[src/include/mcTable.svh]
// -------------------------------------------------------------------
// Microcode table, included inside the ROM module. mcWord packs the
// fields of one microword, mcTable gives the word of an opcode step
// -------------------------------------------------------------------
`ifndef MC_TABLE_SVH
`define MC_TABLE_SVH

function automatic mcWord_t mcWord(
    input logic [1:0] memOp,
    input logic [2:0] srcSel,
    input logic [2:0] dstSel,
    input logic [1:0] addrSel,
    input logic [1:0] pcOp,
    input logic       aluAdd,
    input logic       last,
    input logic       halt
);
    mcWord_t w;
    w = '0;
    w[MC_MEMOP_LO +: 2] = memOp;
    w[MC_SRC_LO +: 3]   = srcSel;
    w[MC_DST_LO +: 3]   = dstSel;
    w[MC_ADDR_LO +: 2]  = addrSel;
    w[MC_PC_LO +: 2]    = pcOp;
    w[MC_ADD_BIT]       = aluAdd;
    w[MC_LAST_BIT]      = last;
    w[MC_HALT_BIT]      = halt;
    return w;
endfunction

function automatic mcWord_t mcTable(input byte_t op, input logic [1:0] step);
    mcWord_t w;
    w = mcWord(MEM_NONE, SRC_NONE, DST_NONE, ADDR_PC, PC_HOLD, 1'b0, 1'b0, 1'b1);
    case (op)
        OP_LDAI, OP_ADDI: begin
            if (step == 2'd0) begin
                w = mcWord(MEM_RD, SRC_NONE, DST_A, ADDR_PC, PC_INC, op == OP_ADDI,
                           1'b1, 1'b0);
            end
        end
        OP_STAE, OP_JMPE: begin
            if (step == 2'd0) begin // Operand high byte
                w = mcWord(MEM_RD, SRC_NONE, DST_TH, ADDR_PC, PC_INC, 1'b0, 1'b0, 1'b0);
            end else if (step == 2'd1) begin
                w = mcWord(MEM_RD, SRC_NONE, DST_TL, ADDR_PC, PC_INC, 1'b0, 1'b0, 1'b0);
            end else if (step == 2'd2 && op == OP_STAE) begin
                w = mcWord(MEM_WR, SRC_A, DST_NONE, ADDR_T, PC_HOLD, 1'b0, 1'b1, 1'b0);
            end else if (step == 2'd2) begin
                w = mcWord(MEM_NONE, SRC_NONE, DST_NONE, ADDR_PC, PC_LDT, 1'b0, 1'b1, 1'b0);
            end
        end
        OP_NOP: begin
            if (step == 2'd0) begin
                w = mcWord(MEM_NONE, SRC_NONE, DST_NONE, ADDR_PC, PC_HOLD, 1'b0, 1'b1, 1'b0);
            end
        end
        default: ;
    endcase
    return w;
endfunction

`endif

[src/hw/mcPkg.sv]
// -------------------------------------------------------------------
// Shared types and constants of the microcoded 8-bit core. Holds the
// widths, phases, opcodes, microword layout and vector addresses
// -------------------------------------------------------------------
`default_nettype none

package mcPkg;

    typedef logic [7:0]  byte_t;
    typedef logic [15:0] addr_t;
    typedef logic [17:0] mcWord_t;

    localparam int CEN_DIV = 4; // Clocks per phase step
    localparam int CEN_W   = $clog2(CEN_DIV);

    typedef enum logic [3:0] {
        PH_RST, PH_VECT, PH_VEC1, PH_VEC2,
        PH_FETCH, PH_EXEC0, PH_EXEC1, PH_EXEC2, PH_EXEC3,
        PH_INTR0, PH_INTR1, PH_INTR2, PH_INTR3,
        PH_HALT
    } phase_t;

    localparam byte_t OP_LDAI = 8'h86;
    localparam byte_t OP_ADDI = 8'h8B;
    localparam byte_t OP_STAE = 8'hB7;
    localparam byte_t OP_JMPE = 8'h7E;
    localparam byte_t OP_NOP  = 8'h01;

    localparam addr_t RESET_VEC = 16'hFFFE;
    localparam addr_t IRQ_VEC   = 16'hFFF8;
    localparam addr_t STACK_TOP = 16'h00FF;

    // Microword fields, top bit down; bits 2:0 spare
    localparam int MC_MEMOP_LO = 16;
    localparam int MC_SRC_LO   = 13;
    localparam int MC_DST_LO   = 10;
    localparam int MC_ADDR_LO  = 8;
    localparam int MC_PC_LO    = 6;
    localparam int MC_ADD_BIT  = 5;
    localparam int MC_LAST_BIT = 4;
    localparam int MC_HALT_BIT = 3;

    localparam logic [1:0] MEM_NONE = 2'd0;
    localparam logic [1:0] MEM_RD   = 2'd1;
    localparam logic [1:0] MEM_WR   = 2'd2;
    localparam logic [1:0] MEM_PSH  = 2'd3; // Write at SP, then SP-1

    localparam logic [2:0] SRC_NONE = 3'd0;
    localparam logic [2:0] SRC_A    = 3'd1;
    localparam logic [2:0] SRC_PCL  = 3'd2;
    localparam logic [2:0] SRC_PCH  = 3'd3;
    localparam logic [2:0] SRC_DR   = 3'd4;

    localparam logic [2:0] DST_NONE = 3'd0;
    localparam logic [2:0] DST_A    = 3'd1;
    localparam logic [2:0] DST_TH   = 3'd2;
    localparam logic [2:0] DST_TL   = 3'd3;
    localparam logic [2:0] DST_PCH  = 3'd4;
    localparam logic [2:0] DST_PCL  = 3'd5;
    localparam logic [2:0] DST_OP   = 3'd6;

    localparam logic [1:0] ADDR_PC  = 2'd0;
    localparam logic [1:0] ADDR_T   = 2'd1;
    localparam logic [1:0] ADDR_SP  = 2'd2;
    localparam logic [1:0] ADDR_VEC = 2'd3;

    localparam logic [1:0] PC_HOLD = 2'd0;
    localparam logic [1:0] PC_INC  = 2'd1;
    localparam logic [1:0] PC_LDT  = 2'd2;

endpackage

`default_nettype wire

[src/hw/busIf.sv]
// -------------------------------------------------------------------
// Request and done handshake between the execution unit and the APB
// master. The core holds req and its payload until done
// -------------------------------------------------------------------
`timescale 1ns/1ps
`default_nettype none

interface busIf import mcPkg::*; ();

    logic  req;
    logic  write;
    addr_t addr;
    byte_t wdata;
    byte_t rdata;
    logic  done; // One cycle, rdata valid with it

    modport core (output req, write, addr, wdata, input rdata, done);
    modport master (input req, write, addr, wdata, output rdata, done);

endinterface

`default_nettype wire

[src/hw/cenGen.sv]
// -------------------------------------------------------------------
// Clock-enable generator. cenRise pulses once every CEN_DIV clocks
// and cenFall follows it two clocks later
// -------------------------------------------------------------------
`timescale 1ns/1ps
`default_nettype none

module cenGen import mcPkg::*; (
    input  wire  clk,
    input  wire  rstN,
    output logic cenRise,
    output logic cenFall
);

    logic [CEN_W-1:0] cnt;

    always_ff @(posedge clk or negedge rstN) begin
        if (!rstN) begin
            cnt     <= '0;
            cenRise <= 1'b0;
            cenFall <= 1'b0;
        end else begin
            cnt     <= (cnt == CEN_W'(CEN_DIV - 1)) ? '0 : cnt + 1'b1;
            cenRise <= (cnt == CEN_W'(CEN_DIV - 1));
            cenFall <= (cnt == CEN_W'(1));
        end
    end

endmodule

`default_nettype wire

[src/hw/phaseSeq.sv]
// -------------------------------------------------------------------
// Phase sequencer. phase is the phase taken at the next cenRise, so
// the ROM latches the same value that the state register takes
// -------------------------------------------------------------------
`timescale 1ns/1ps
`default_nettype none

module phaseSeq import mcPkg::*; (
    input  wire        clk,
    input  wire        rstN,
    input  wire        cenRise,
    input  wire        irq,
    input  wire        busy,
    input  wire byte_t opcode,
    input  wire        mcLast,
    input  wire        mcHalt,
    output phase_t     phase,
    output logic       halted
);

    phase_t state;
    phase_t boundary;
    logic   irqMask;
    logic   rstDone;

    // Interrupt only between instructions
    assign boundary = (irq && !irqMask) ? PH_INTR0 : PH_FETCH;

    always_comb begin
        phase = state;
        if (!busy) begin
            case (state)
                PH_RST:   phase = rstDone ? PH_VECT : PH_RST;
                PH_VECT:  phase = PH_VEC1;
                PH_VEC1:  phase = PH_VEC2;
                PH_VEC2:  phase = PH_FETCH;
                PH_FETCH: phase = (opcode == OP_NOP) ? boundary : PH_EXEC0;
                PH_EXEC0, PH_EXEC1, PH_EXEC2, PH_EXEC3: begin
                    if (mcHalt || (state == PH_EXEC3 && !mcLast)) begin
                        phase = PH_HALT;
                    end else if (mcLast) begin
                        phase = boundary;
                    end else begin
                        phase = phase_t'(state + 4'd1);
                    end
                end
                PH_INTR0: phase = PH_INTR1;
                PH_INTR1: phase = PH_INTR2;
                PH_INTR2: phase = PH_INTR3;
                PH_INTR3: phase = PH_VEC1; // Vector low byte, then PC load
                default:  phase = PH_HALT;
            endcase
        end
    end

    always_ff @(posedge clk or negedge rstN) begin
        if (!rstN) begin
            state   <= PH_RST;
            irqMask <= 1'b0;
            rstDone <= 1'b0;
            halted  <= 1'b0;
        end else if (cenRise) begin
            state   <= phase;
            rstDone <= 1'b1;
            halted  <= (phase == PH_HALT);
            if (phase == PH_INTR0) begin
                irqMask <= 1'b1; // Held until reset
            end
        end
    end

endmodule

`default_nettype wire

[src/hw/mcRom.sv]
// -------------------------------------------------------------------
// Microcode ROM. Registers the phase and the table lookup on cenRise
// and gives the microword one clock later
// -------------------------------------------------------------------
`timescale 1ns/1ps
`default_nettype none

module mcRom import mcPkg::*; (
    input  wire         clk,
    input  wire         cenRise,
    input  wire phase_t phase,
    input  wire byte_t  opcode,
    output mcWord_t     mcode
);

`include "mcTable.svh"

    phase_t     p;
    mcWord_t    tbl;
    logic [1:0] step;

    always_comb begin
        case (phase)
            PH_EXEC1: step = 2'd1;
            PH_EXEC2: step = 2'd2;
            PH_EXEC3: step = 2'd3;
            default:  step = 2'd0;
        endcase
    end

    always_ff @(posedge clk) begin
        if (cenRise) begin
            p   <= phase;
            tbl <= mcTable(opcode, step);
        end
    end

    always_comb begin
        case (p)
            PH_RST: begin
                mcode = mcWord(MEM_NONE, SRC_NONE, DST_NONE, ADDR_PC, PC_HOLD, 1'b0, 1'b0, 1'b0);
            end
            PH_VECT, PH_INTR3: begin // Vector high byte
                mcode = mcWord(MEM_RD, SRC_NONE, DST_TH, ADDR_VEC, PC_HOLD, 1'b0, 1'b0, 1'b0);
            end
            PH_VEC1: begin
                mcode = mcWord(MEM_RD, SRC_NONE, DST_TL, ADDR_VEC, PC_HOLD, 1'b0, 1'b0, 1'b0);
            end
            PH_VEC2: begin
                mcode = mcWord(MEM_NONE, SRC_NONE, DST_NONE, ADDR_PC, PC_LDT, 1'b0, 1'b0, 1'b0);
            end
            PH_FETCH: begin
                mcode = mcWord(MEM_RD, SRC_NONE, DST_OP, ADDR_PC, PC_INC, 1'b0, 1'b0, 1'b0);
            end
            PH_EXEC0, PH_EXEC1, PH_EXEC2, PH_EXEC3: mcode = tbl;
            PH_INTR0: mcode = mcWord(MEM_PSH, SRC_PCL, DST_NONE, ADDR_SP, PC_HOLD, 1'b0, 1'b0, 1'b0);
            PH_INTR1: mcode = mcWord(MEM_PSH, SRC_PCH, DST_NONE, ADDR_SP, PC_HOLD, 1'b0, 1'b0, 1'b0);
            PH_INTR2: mcode = mcWord(MEM_PSH, SRC_A, DST_NONE, ADDR_SP, PC_HOLD, 1'b0, 1'b0, 1'b0);
            default: begin
                mcode = mcWord(MEM_NONE, SRC_NONE, DST_NONE, ADDR_PC, PC_HOLD, 1'b0, 1'b0, 1'b1);
            end
        endcase
    end

endmodule

`default_nettype wire

[src/hw/execUnit.sv]
// -------------------------------------------------------------------
// Execution unit. Starts a microword on cenFall, keeps it while its
// bus transfer runs and reports busy until the cenFall after done
// -------------------------------------------------------------------
`timescale 1ns/1ps
`default_nettype none

module execUnit import mcPkg::*; (
    input  wire          clk,
    input  wire          rstN,
    input  wire          cenFall,
    input  wire mcWord_t mcode,
    busIf.core           bus,
    output logic         busy,
    output byte_t        opcode,
    output logic         mcLast,
    output logic         mcHalt
);

    mcWord_t    mw; // Microword in execution
    logic [1:0] cMem;
    logic [1:0] cAddr;
    logic [1:0] cPc;
    logic [2:0] cSrc;
    logic [2:0] cDst;
    logic [2:0] hDst;
    byte_t      a;
    byte_t      dr;
    byte_t      srcVal;
    addr_t      pc;
    addr_t      sp;
    addr_t      t;
    addr_t      vecBase;
    addr_t      nextAddr;
    logic       fin;
    logic       vecIrq;
    logic       start;

    assign cMem    = mcode[MC_MEMOP_LO +: 2];
    assign cSrc    = mcode[MC_SRC_LO +: 3];
    assign cDst    = mcode[MC_DST_LO +: 3];
    assign cAddr   = mcode[MC_ADDR_LO +: 2];
    assign cPc     = mcode[MC_PC_LO +: 2];
    assign hDst    = mw[MC_DST_LO +: 3];
    assign mcLast  = mw[MC_LAST_BIT];
    assign mcHalt  = mw[MC_HALT_BIT];
    assign start   = cenFall && !busy;
    assign vecBase = vecIrq ? IRQ_VEC : RESET_VEC;

    always_comb begin
        case (cAddr)
            ADDR_PC: nextAddr = pc;
            ADDR_T:  nextAddr = t;
            ADDR_SP: nextAddr = sp;
            default: nextAddr = vecBase | addr_t'(cDst == DST_TL); // Low byte at +1
        endcase
        case (cSrc)
            SRC_A:   srcVal = a;
            SRC_PCL: srcVal = pc[7:0];
            SRC_PCH: srcVal = pc[15:8];
            SRC_DR:  srcVal = dr;
            default: srcVal = '0;
        endcase
    end

    always_ff @(posedge clk or negedge rstN) begin
        if (!rstN) begin
            mw      <= '0;
            busy    <= 1'b0;
            fin     <= 1'b0;
            bus.req <= 1'b0;
            vecIrq  <= 1'b0;
            a       <= '0;
            pc      <= '0;
            sp      <= STACK_TOP;
        end else begin
            if (start) begin
                mw <= mcode;
                if (cPc == PC_INC) begin
                    pc <= pc + 16'd1;
                end else if (cPc == PC_LDT) begin
                    pc     <= t;
                    vecIrq <= 1'b0;
                end
                if (cMem == MEM_PSH) begin
                    sp     <= sp - 16'd1;
                    vecIrq <= 1'b1; // Interrupt path selects IRQ_VEC
                end
                if (cMem != MEM_NONE) begin
                    bus.req <= 1'b1;
                    busy    <= 1'b1;
                end
            end else if (cenFall && fin) begin
                busy <= 1'b0;
                fin  <= 1'b0;
            end
            if (bus.done) begin
                bus.req <= 1'b0;
                fin     <= 1'b1;
                if (hDst == DST_A) begin
                    a <= mw[MC_ADD_BIT] ? a + bus.rdata : bus.rdata;
                end
                if (hDst == DST_PCH) begin
                    pc[15:8] <= bus.rdata;
                end
                if (hDst == DST_PCL) begin
                    pc[7:0] <= bus.rdata;
                end
            end
        end
    end

    always_ff @(posedge clk) begin
        if (start && cMem != MEM_NONE) begin
            bus.write <= (cMem == MEM_WR) || (cMem == MEM_PSH);
            bus.addr  <= nextAddr;
            bus.wdata <= srcVal;
        end
        if (bus.done) begin
            dr <= bus.rdata;
            if (hDst == DST_TH) begin
                t[15:8] <= bus.rdata;
            end
            if (hDst == DST_TL) begin
                t[7:0] <= bus.rdata;
            end
            if (hDst == DST_OP) begin
                opcode <= bus.rdata;
            end
        end
    end

endmodule

`default_nettype wire

[src/hw/apbMaster.sv]
// -------------------------------------------------------------------
// APB master. Runs one setup and access sequence per request and
// pulses done with the read data after pready
// -------------------------------------------------------------------
`timescale 1ns/1ps
`default_nettype none

module apbMaster import mcPkg::*; (
    input  wire        clk,
    input  wire        rstN,
    busIf.master       bus,
    output addr_t      paddr,
    output logic       psel,
    output logic       penable,
    output logic       pwrite,
    output byte_t      pwdata,
    input  wire byte_t prdata,
    input  wire        pready
);

    typedef enum logic [1:0] {AP_IDLE, AP_SETUP, AP_ACCESS} apbState_t;

    apbState_t state;

    assign psel    = (state != AP_IDLE);
    assign penable = (state == AP_ACCESS);
    assign paddr   = bus.addr;
    assign pwrite  = bus.write;
    assign pwdata  = bus.wdata;

    always_ff @(posedge clk or negedge rstN) begin
        if (!rstN) begin
            state    <= AP_IDLE;
            bus.done <= 1'b0;
        end else begin
            bus.done <= (state == AP_ACCESS) && pready;
            case (state)
                AP_IDLE:  state <= (bus.req && !bus.done) ? AP_SETUP : AP_IDLE; // req still up
                AP_SETUP: state <= AP_ACCESS;
                default:  state <= pready ? AP_IDLE : AP_ACCESS;
            endcase
        end
    end

    always_ff @(posedge clk) begin
        if (state == AP_ACCESS && pready) begin
            bus.rdata <= prdata;
        end
    end

endmodule

`default_nettype wire

[src/hw/mcCore.sv]
// -------------------------------------------------------------------
// Top level of the microcoded 8-bit core. Memory goes out over APB,
// irq is a level input and halted rises on an unknown opcode
// -------------------------------------------------------------------
`timescale 1ns/1ps
`default_nettype none

module mcCore import mcPkg::*; (
    input  wire        clk,
    input  wire        rstN,
    input  wire        irq,
    output addr_t      paddr,
    output logic       psel,
    output logic       penable,
    output logic       pwrite,
    output byte_t      pwdata,
    input  wire byte_t prdata,
    input  wire        pready,
    output logic       halted
);

    logic    cenRise;
    logic    cenFall;
    phase_t  phase;
    mcWord_t mcode;
    byte_t   opcode;
    logic    busy;
    logic    mcLast;
    logic    mcHalt;

    busIf bus ();

    cenGen cenGen_i (.clk(clk), .rstN(rstN), .cenRise(cenRise), .cenFall(cenFall));

    phaseSeq phaseSeq_i (
        .clk(clk), .rstN(rstN), .cenRise(cenRise), .irq(irq), .busy(busy),
        .opcode(opcode), .mcLast(mcLast), .mcHalt(mcHalt), .phase(phase), .halted(halted)
    );

    mcRom mcRom_i (.clk(clk), .cenRise(cenRise), .phase(phase), .opcode(opcode), .mcode(mcode));

    execUnit execUnit_i (
        .clk(clk), .rstN(rstN), .cenFall(cenFall), .mcode(mcode), .bus(bus.core),
        .busy(busy), .opcode(opcode), .mcLast(mcLast), .mcHalt(mcHalt)
    );

    apbMaster apbMaster_i (
        .clk(clk), .rstN(rstN), .bus(bus.master), .paddr(paddr), .psel(psel),
        .penable(penable), .pwrite(pwrite), .pwdata(pwdata), .prdata(prdata), .pready(pready)
    );

endmodule

`default_nettype wire

[config.mk]
export PLATFORM = sky130hd
export DESIGN_NAME = mcCore
export DESIGN_NICKNAME = d
export VERILOG_FILES = /design/src/hw/mcPkg.sv /design/src/hw/busIf.sv /design/src/hw/cenGen.sv /design/src/hw/phaseSeq.sv /design/src/hw/mcRom.sv /design/src/hw/execUnit.sv /design/src/hw/apbMaster.sv /design/src/hw/mcCore.sv
export VERILOG_INCLUDE_DIRS = /design/src /design/src/include
export SDC_FILE = /design/constraint.sdc
export NUM_CORES = 1
export LEC_CHECK = 0
export ABC_AREA = 1
export BUFFER_PORTS_ARGS = -buffer_cell sky130_fd_sc_hd__buf_2
export CAP_MARGIN = 20
export CORE_MARGIN = 5
export CORE_UTILIZATION = 55
export CTS_CLUSTER_SIZE = 16
export DETAILED_ROUTE_END_ITERATION = 7
export HOLD_SLACK_MARGIN = 0.05
export PLACE_DENSITY = 0.85
export SETUP_SLACK_MARGIN = 0.2
export SYNTH_ARGS = -nofsm -noshare
export SYNTH_HDL_FRONTEND = slang
export SYNTH_SLANG_ARGS = --single-unit
[constraint.sdc]
create_clock -name clk -period 2.1 [get_ports clk]
set_input_delay 0.21 -clock clk [delete_from_list [all_inputs] [get_ports clk]]
set_output_delay 0.21 -clock clk [all_outputs]
set_load 0.05 [all_outputs]
==> results.toml, run 1 <==
[global_routing]
grt_max_degree = 65
grt_pass1_wl_um = 31000
overflow = 0
antenna_found_initial = 0
grtUsageTotal = 0.247
grt_pass1_vias = 6260

[logic_synthesis]
ys_warn_count = 0
synthFlopType = "edfxtp_1"
syn_area_um2 = 7270
synth-edff-count = 69
synth-seq-cells = 133
syn_area_per_cell_um2 = 8.60
async_flop_share = 0.481
synth.area.top_cells = "edfxtp_1, dfrtp_1, nand2_1, inv_1, nand3_1"
post-synth-top-count-cell = "nand2_1"
ys_seq_area_frac = 0.506
ys_types = 44
yosysTopAreaCell = "edfxtp_1"
synth_cells = 846
synth_commonest_cells = "nand2_1, inv_1, nor2_1"
yosysTopAreaCellShare = 0.285
synth_fp_nets = 874

[run]
cap_violations = 0

[cts]
clk_latency_ns = 0.43
clock_sinks = 133
ctsLongestPathBuffers = 2
cts_tree = "built"
cts_root_buf = "clkbuf_16"
numCtsBuffers = 17
path_clk_slew_ns = 0.06
h-tree-depth = 4

[finish]
n_antenna_cell = 0
fillers = 799
multi_input_area_um2 = 3750
drive_gt1_frac = 0.333
fin_area_um2 = 9730
nets = 995
area_growth_syn_to_layout_pct = 33.7
seq_area_um2 = 3690

[worst_setup_path]
worstPathCellList = "inv_1 -> nand2_1 -> nand2_2 -> nand2_4 -> o21ai_4 -> inv_4 -> nand2_8 -> buf_12 -> clkinv_8 -> nand2_2 -> nand3_1 -> o21ai_1 -> nand2_1"
crit_path_start_kind = "flop"
path_max_fanout = 7
path_delay_family = "simple AND/OR/NAND/NOR gates"
cp.required_ns = 2.38
crit_slowest_cell = "edfxtp_1"
critical_path_buf_inv_count = 4
slowest_delay_ns = 0.43
arrival_ns = 2.46
end_kind = "flop"
crit_type = "reg2reg"

[sta]
rsz0062_at_grt = "yes"
hold_violations = 0
min_period_ns = 2.17
worstMarginPinSlew_ns = 0.699
setup_slack_ns = -0.0727
slew_viol_final = 0
fin_skew_ns = 0.00780
max_freq_mhz = 460
period_share = 1.03
relSlewSlack = 0.532
setup_viol = 2

[floorplan]
die_area_um2 = 15600
die_y_um = 125
core_um2 = 13100
ios = 40
floorplan.initialDensity = 0.556
std_cell_rows = 42
die_w_um = 125

[routing]
wl_um = 22300
ant_nets = 0
vias_per_cell = 6.04
drt_iter0_drc = 904
wl_per_cell_um = 19.3
dr.pass1.iters = 7
vias = 6979
drc = 0

[worst_hold_path]
min-delay-path-class = "in2async"

[power]
total_power_mw = 6.39
vdd_drop_max_mv = 0.871
p_per_area_nw_per_um2 = 657
p_leak_nw = 4.05

[placement]
portBuffers = 39
pre_cts_ws_ns = -0.0245
post_dp_cell_area_um2 = 7870
gp_congestion = 0.979
dp_hpwl_um = 13000

[run_status]
violations = "setup timing"
status = "finished, violations left"
## stage by stage
step                std cells   util  setup TNS [ns]  hold slack [ns]
detailed placement       1071  0.601         -0.0791            0.257
CTS                      1125  0.669               0            0.355
global route             1156  0.743          -0.663            0.377
finish                   1156  0.743         -0.0948            0.332
global placement         1071  0.601               0            0.251
floorplan                 846      -               0          -0.0856
## layout make-up
class                      count  share of cell area
sequential                   133               0.379
timing repair inverter         1             0.00167
clock buffer                  23              0.0513
tap                          176              0.0226
multi-input combinational    582               0.385
clock inverter                 9             0.00759
inverter                     111              0.0470
timing repair buffer         121               0.105
## layout by cell type (no fill, tap or decap), types with 6 or more instances in the layout
cell and n:
nor2_2 18, a22oi_1 11, nand2_2 27, nand3_4 7, nand2_1 150, inv_4 6, a21oi_1 23, edfxtp_1 69
nor3_1 15, o21ai_0 28, clkbuf_16 20, inv_2 10, a21oi_2 17, nand3_2 31, buf_2 39, buf_6 16
nor4_1 6, dfrtp_1 52, ha_1 9, o21ai_1 10, nand4_1 11, buf_4 45, nand2_4 12, nand3_1 38
xor2_1 19, nor2_1 66, a22oi_2 6, dfstp_2 8, nor2_4 11, o211ai_1 19, dlygate4sd3_1 10, inv_1 92
## final timing paths
path	startpoint	slack (ns)	cells after the start	endpoint
hold / removal	rstN	0.33	3	execUnit_i.sp[14]
max in group asynchronous	rstN	1.43	3	execUnit_i.sp[5]
setup reg to reg	mcRom_i.p[3]	-0.07	13	execUnit_i.pc[4]
setup / recovery	mcRom_i.p[3]	-0.07	13	execUnit_i.pc[4]
min in group clk	cenGen_i.cnt[0]	0.46	1	cenGen_i.cnt[0]
hold reg to reg	cenGen_i.cnt[0]	0.46	1	cenGen_i.cnt[0]
## layer usage
| metal | global-route usage | share of wire | up-vias |
|---|---|---|---|
| met2 | 0.407 | 0.48 | 476 |
| met3 | 0.0661 | 0.096 | 153 |
| met1 | 0.310 | 0.36 | 3250 |
| met5 | 0 | 0 | - |
| met4 | 0.107 | 0.062 | 0 |
| li1 | - | - | 3100 |
## power breakdown
group	total [mW]	internal (mW)	switching (mW)
Sequential	2.92	2.83	0.0938
Clock	2.90	1.78	1.12
Combinational	0.572	0.224	0.348
## sequential cells by signal (all words and copies together) (netlist names), 4 cells and up
| signal | cells |
|---|---|
| phaseSeq_i.state | 4 |
| execUnit_i.opcode | 8 |
| execUnit_i.t | 16 |
| execUnit_i.a | 8 |
| execUnit_i.sp | 16 |
| mcRom_i.p | 4 |
| apbMaster_i.bus.rdata | 8 |
| execUnit_i.bus.wdata | 8 |
| execUnit_i.bus.addr | 16 |
| mcRom_i.tbl | 8 |
| execUnit_i.pc | 16 |
| execUnit_i.mw | 6 |
## worst register-to-register path, delay by kind of cell (launching register included)
family	cells	cell delay [ns]
AOI/OAI and AO/OA	2	0.50
DFF	1	0.43
and+or+nand+nor	7	0.67
buffers and inverters	4	0.41
## kinds of logic (layout without fill, tap and decap cells)
logic type,after synthesis,count (layout),share of synthesized area
compound gates,139,139,0.116
xor+xnor,25,25,0.0301
fa+ha+maj,16,16,0.0286
buf+inv,131,265,0.0740
flops,133,133,0.506
simple gates,402,402,0.245
## what timing repair did
action / in CTS / in global routing
pin swaps: 5 / 77
gates resized for setup: 29 / 190
hold buffers: 10 / 0
setup endpoints to repair: 48 / 102
endpoints found under the hold margin: 65 / 0
buffers inserted: 12 / 28
cloned: 0 / 3
No activity file was read; power rests on OpenSTA's default activity.
==> run 2, diff against run 1 <==
--- a/config.mk
+++ b/config.mk
@@ -6,7 +6,6 @@
 export SDC_FILE = /design/constraint.sdc
 export NUM_CORES = 1
 export LEC_CHECK = 0
-export ABC_AREA = 1
 export BUFFER_PORTS_ARGS = -buffer_cell sky130_fd_sc_hd__buf_2
 export CAP_MARGIN = 20
 export CORE_MARGIN = 5
==> constraint.sdc (replaced) <==
create_clock -name clk -period 2.1 [get_ports clk]
set_input_delay 0.105 -clock clk [delete_from_list [all_inputs] [get_ports clk]]
set_output_delay 0.105 -clock clk [all_outputs]
set_load 0.05 [all_outputs]
==> run 2 against run 1 <==
  * Via count about the same
  * Sequential share of layout area decreased by 3.1 points
  * Clock power increased by 6.9%
  * Fmax decreased by 12%
  * Die area decreased by 4.8%
  * The flow still finishes with violations (setup timing)
  * Non-clock buffer count increased by 110
  * Flip-flop and latch count unchanged
  * Sequential power about the same
  * Worst setup slack got worse by 0.29 ns
==> results.toml, run 2 <==
[cts]
numCtsBuffers = 17
clk_latency_ns = 0.44
path_clk_slew_ns = 0.06
cts_tree = "built"
ctsLongestPathBuffers = 2
cts_root_buf = "clkbuf_16"
clock_sinks = 133
h-tree-depth = 4

[sta]
period_share = 1.17
max_freq_mhz = 406
whs_ns = 0.242
rsz0062_at_grt = "yes"
setup_viol = 65
fin_skew_ns = 0.0133
hold_violations = 0
slew_viol_final = 0
relSlewSlack = 0.552
setup_slack_ns = -0.364
worstMarginPinSlew_ns = 0.670
min_period_ns = 2.46

[global_routing]
overflow = 0
grt_pass1_vias = 6652
grt_pass1_wl_um = 34500
antenna_found_initial = 0
grt_max_degree = 65
grtUsageTotal = 0.306

[logic_synthesis]
async_flop_share = 0.481
post-synth-top-count-cell = "nand2_1"
ys_types = 66
syn_area_um2 = 6900
synth_fp_nets = 701
synth_cells = 673
ys_warn_count = 0
yosysTopAreaCellShare = 0.300
synthFlopType = "edfxtp_1"
ys_seq_area_frac = 0.534
syn_area_per_cell_um2 = 10.2
yosysTopAreaCell = "edfxtp_1"
synth-seq-cells = 133
synth-edff-count = 69
synth.area.top_cells = "edfxtp_1, dfrtp_1, nand2_1, o21ai_0, dfstp_2"
synth_commonest_cells = "nand2_1, edfxtp_1, dfrtp_1, nor2_1, o21ai_0"

[worst_setup_path]
regToRegEndpoint = "execUnit_i.pc[7]"
timing.rr.start = "mcRom_i.p[0]"
crit_slowest_cell = "edfxtp_1"
worstPathCellList = "buf_6 -> buf_8 -> buf_6 -> buf_6 -> buf_6 -> nand3b_1 -> o31a_1 -> o32ai_4 -> buf_6 -> buf_6 -> a32oi_1 -> o211ai_1 -> o21a_1"
reg2reg_depth = 13
end_kind = "flop"
critical_path_buf_inv_count = 7
crit_path_start_kind = "flop"
crit_path_frequent_cell = "buf_6"
cp.required_ns = 2.41
slowest_delay_ns = 0.40
path_max_fanout = 6
crit_type = "reg2reg"
path_delay_family = "compound AO/OA/AOI/OAI gates"
r2r_setup_slack_ns = -0.36
arrival_ns = 2.77

[worst_hold_path]
min-delay-path-class = "in2async"

[placement]
portBuffers = 39
dp_cells = 960
gp_congestion = 0.991
post_dp_cell_area_um2 = 8190
dp_hpwl_um = 13500

[floorplan]
ios = 40
die_area_um2 = 14900
die_w_um = 122
core_um2 = 12500
std_cell_rows = 41
die_y_um = 122
floorplan.initialDensity = 0.553

[finish]
area_growth_syn_to_layout_pct = 53.7
n_antenna_cell = 0
fin_cells = 1078
fin_area_um2 = 10600
nets = 921
final_common_cell = "buf_4"
final_cell_mix = "buf_4, edfxtp_1, nand2_1"
drive_gt1_frac = 0.459
final_core_util = 0.850

[routing]
wl_um = 26100
ant_nets = 0
drc = 0
vias = 6983
wl_per_cell_um = 24.2
drt_iter0_drc = 871
dr.pass1.iters = 8
vias_per_cell = 6.48

[power]
p_per_area_nw_per_um2 = 601
p_leak_nw = 4.33
total_power_mw = 6.37
vdd_drop_max_mv = 0.875

[run_status]
violations = "setup timing"
status = "finished, violations left"

[run]
cap_violations = 0
run 2: power breakdown:
group	leakage (nW)	switching, mW	internal (mW)
clock network	0.294	1.11	1.99
registers	1.40	0.0719	2.82
logic	2.64	0.244	0.139
run 2: layout make-up:
type	count	area [µm²]
sequential	133	3690
clock buffer	25	495
multi-input combinational	475	3960
timing repair buffer	231	1980
tap	172	215
fill	560	1870
inverter	35	144
clock inverter	7	119
run 2: what timing repair did:
action,4_1_cts,5_1_grt
gates cloned,5,0
pin swaps,76,60
buffers inserted,38,33
resized for setup,160,80
hold endpoints to repair,73,0
setup endpoints to repair,101,79
hold buffers,10,0
run 2: layer usage:
layer	vias to the layer above	track usage	part of all wire
met1	3363	0.346	0.34
met2	526	0.529	0.50
li1	2935	-	-
met5	-	0	0
met3	159	0.0715	0.095
met4	0	0.178	0.065
run 2: worst max-delay path by stage:
stage,startpoint,to,slack [ns],cells past startpoint
after floorplan,mcRom_i.p[1],execUnit_i.sp[15],-0.20,8
after global placement,execUnit_i.opcode[2],mcRom_i.tbl[4],-0.18,7
after detailed placement,execUnit_i.opcode[2],mcRom_i.tbl[4],-0.28,7
after CTS,phaseSeq_i.state[0],mcRom_i.tbl[4],-0.25,9
after global routing,mcRom_i.p[0],execUnit_i.pc[5],-0.52,12
final,mcRom_i.p[0],execUnit_i.pc[7],-0.36,13
run 2: kinds of logic after synthesis:
logic type | count (synthesis) | share of synthesized area
AND/OR/NAND/NOR | 240 | 0.171
flip-flops | 133 | 0.534
XOR/XNOR | 20 | 0.0254
adder cells (fa/ha/maj) | 16 | 0.0301
AO/OA/AOI/OAI | 188 | 0.188
multiplexers | 10 | 0.0147
buffers and inverters | 66 | 0.0363
run 2: per-stage QoR:
stage                     TNS, ns  worst slack (ns)
after floorplan             -2.89            -0.202
after global placement      -4.43            -0.185
after detailed placement   -10.02            -0.280
after CTS                   -3.77            -0.254
after global routing       -15.49            -0.524
final                      -11.64            -0.364
run 2: worst reg2reg max path, delay by kind of cell, from the launching register on:
| family | cells | cell delay, ns |
|---|---|---|
| flip-flops | 1 | 0.40 |
| AO/OA/AOI/OAI | 5 | 0.94 |
| buffers and inverters | 7 | 0.92 |
| AND/OR/NAND/NOR | 1 | 0.08 |
==> run 3, diff against run 2 <==
--- a/config.mk
+++ b/config.mk
@@ -6,6 +6,7 @@
 export SDC_FILE = /design/constraint.sdc
 export NUM_CORES = 1
 export LEC_CHECK = 0
+export ABC_AREA = 1
 export BUFFER_PORTS_ARGS = -buffer_cell sky130_fd_sc_hd__buf_2
 export CAP_MARGIN = 20
 export CORE_MARGIN = 5
==> run 3 against run 2 <==
  * The run still ends with setup timing left
  * Clock power shrank 7.7%
  * First-iteration DRC count up 42%
  * Global-route usage down 6.2 points
  * Die area up 5.0%
  * Critical path depth shrank 2
  * Fmax increased by 17%
  * Sequential share of layout area increased by 2.4 points
  * Combinational power rose by 60%
  * Cell count is 7.8% higher
  * Worst setup slack improved by 0.35 ns
  * Via count up 4.6%
  * Non-clock buffer count decreased by 106
  * Largest cell class unchanged
  * Highest routed layer unchanged
==> results.toml, run 3 (synthesized netlist as in run 1, its figures left out) <==
[finish]
fin_area_um2 = 9940
area_growth_syn_to_layout_pct = 36.6
n_antenna_cell = 0
final_core_util = 0.760
final_cell_mix = "nand2_1, inv_1, edfxtp_1"
nets = 1001
drive_gt1_frac = 0.357
final_common_cell = "nand2_1"

[placement]
portBuffers = 39
post_dp_cell_area_um2 = 7850
pre_cts_ws_ns = -0.0841
dp_hpwl_um = 13100
gp_congestion = 0.961

[worst_setup_path]
path_max_fanout = 7
crit_type = "reg2reg"
crit_path_start_kind = "flop"
cp.required_ns = 2.46
end_kind = "flop"
arrival_ns = 2.47

[cts]
cts_tree = "built"
h-tree-depth = 4
cts_root_buf = "clkbuf_16"
ctsLongestPathBuffers = 2
clock_sinks = 133
clk_latency_ns = 0.44
path_clk_slew_ns = 0.06
numCtsBuffers = 17

[sta]
max_freq_mhz = 474
setup_slack_ns = -0.0104
slew_viol_final = 0
rsz0062_at_grt = "yes"
relSlewSlack = 0.578
setup_viol = 3
setup_tns_ns = -0.0171
worstMarginPinSlew_ns = 0.631
min_period_ns = 2.11
hold_violations = 0
fin_skew_ns = 0.0128
period_share = 1.00

[floorplan]
std_cell_rows = 42
die_y_um = 125
core_um2 = 13100
floorplan.initialDensity = 0.556
die_w_um = 125
die_area_um2 = 15600
ios = 40

[routing]
wl_um = 24500
drc = 0
ant_nets = 0
wl_per_cell_um = 21.1
vias_per_cell = 6.29
drt_iter0_drc = 1240
vias = 7305
dr.pass1.iters = 7

[power]
p_leak_nw = 4.13
p_per_area_nw_per_um2 = 644
vdd_drop_max_mv = 0.665

[global_routing]
grt_pass1_wl_um = 30800
overflow = 0
antenna_found_initial = 0
grt_max_degree = 37
grt_pass1_vias = 6297
grtUsageTotal = 0.244

[run_status]
violations = "setup timing"
status = "finished, violations left"

[worst_hold_path]
min-delay-path-class = "in2async"

[run]
cap_violations = 0
run 3: per-layer routing:
metal | GRT usage | up-vias | share of wire
met5 | 0 | - | 0
met4 | 0.114 | 0 | 0.069
met3 | 0.0695 | 196 | 0.11
met2 | 0.398 | 628 | 0.48
met1 | 0.302 | 3366 | 0.34
li1 | - | 3115 | -
run 3: critical path: stages, from the launching register on:
cell and delay, ns:
edfxtp_1 0.49, nand2_2 0.16, nand2_2 0.13, nand2_4 0.09, o21ai_4 0.22, inv_4 0.08, nand2_8 0.15, buf_8 0.17
nand3_2 0.07, o211ai_1 0.16, nand2_1 0.13, a21oi_2 0.16
run 3: per-stage QoR:
step / cells / total power [mW] / hold WS (ns)
global placement: 1070 / 3.41 / -0.00954
floorplan: 846 / 3.26 / -0.191
finish: 1162 / 6.40 / 0.0714
CTS: 1123 / 6.24 / 0.0799
detailed placement: 1070 / 3.43 / -0.00748
global route: 1162 / 6.59 / 0.103
run 3: layout make-up:
type                    instances  area (µm²)
flip-flops and latches        133        3690
multi-input cells             583        3910
clock buffers                  22         485
inverters                     111         479
repair buffers                125        1060
clock inverters                10        78.8
fillers                       739        3150
repair inverters                2        16.3
well taps                     176         220
run 3: worst paths after layout:
| kind | from | endpoint | cells past startpoint | slack [ns] |
|---|---|---|---|---|
| max | mcRom_i.p[3] | execUnit_i.pc[6] | 11 | -0.01 |
| min | rstN | execUnit_i.sp[12] | 2 | 0.07 |
| max reg2reg | mcRom_i.p[3] | execUnit_i.pc[6] | 11 | -0.01 |
| min reg2reg | phaseSeq_i.rstDone | phaseSeq_i.rstDone | 1 | 0.46 |
| max in group asynchronous | rstN | phaseSeq_i.state[3] | 3 | 1.47 |
| min in group clk | irq | phaseSeq_i.state[3] | 7 | 0.38 |
run 3: power by group:
| group | internal [mW] | switching (mW) |
|---|---|---|
| Combinational | 0.236 | 0.375 |
| Clock | 1.74 | 1.12 |
| Sequential | 2.83 | 0.103 |
run 3: what timing repair did:
item,4_1_cts,5_1_grt
endpoints found under the hold margin,70,0
hold buffers,10,0
buffers inserted,10,34
resized for setup,47,196
setup endpoints to repair,82,96
pin swaps,14,79
cloned,1,5
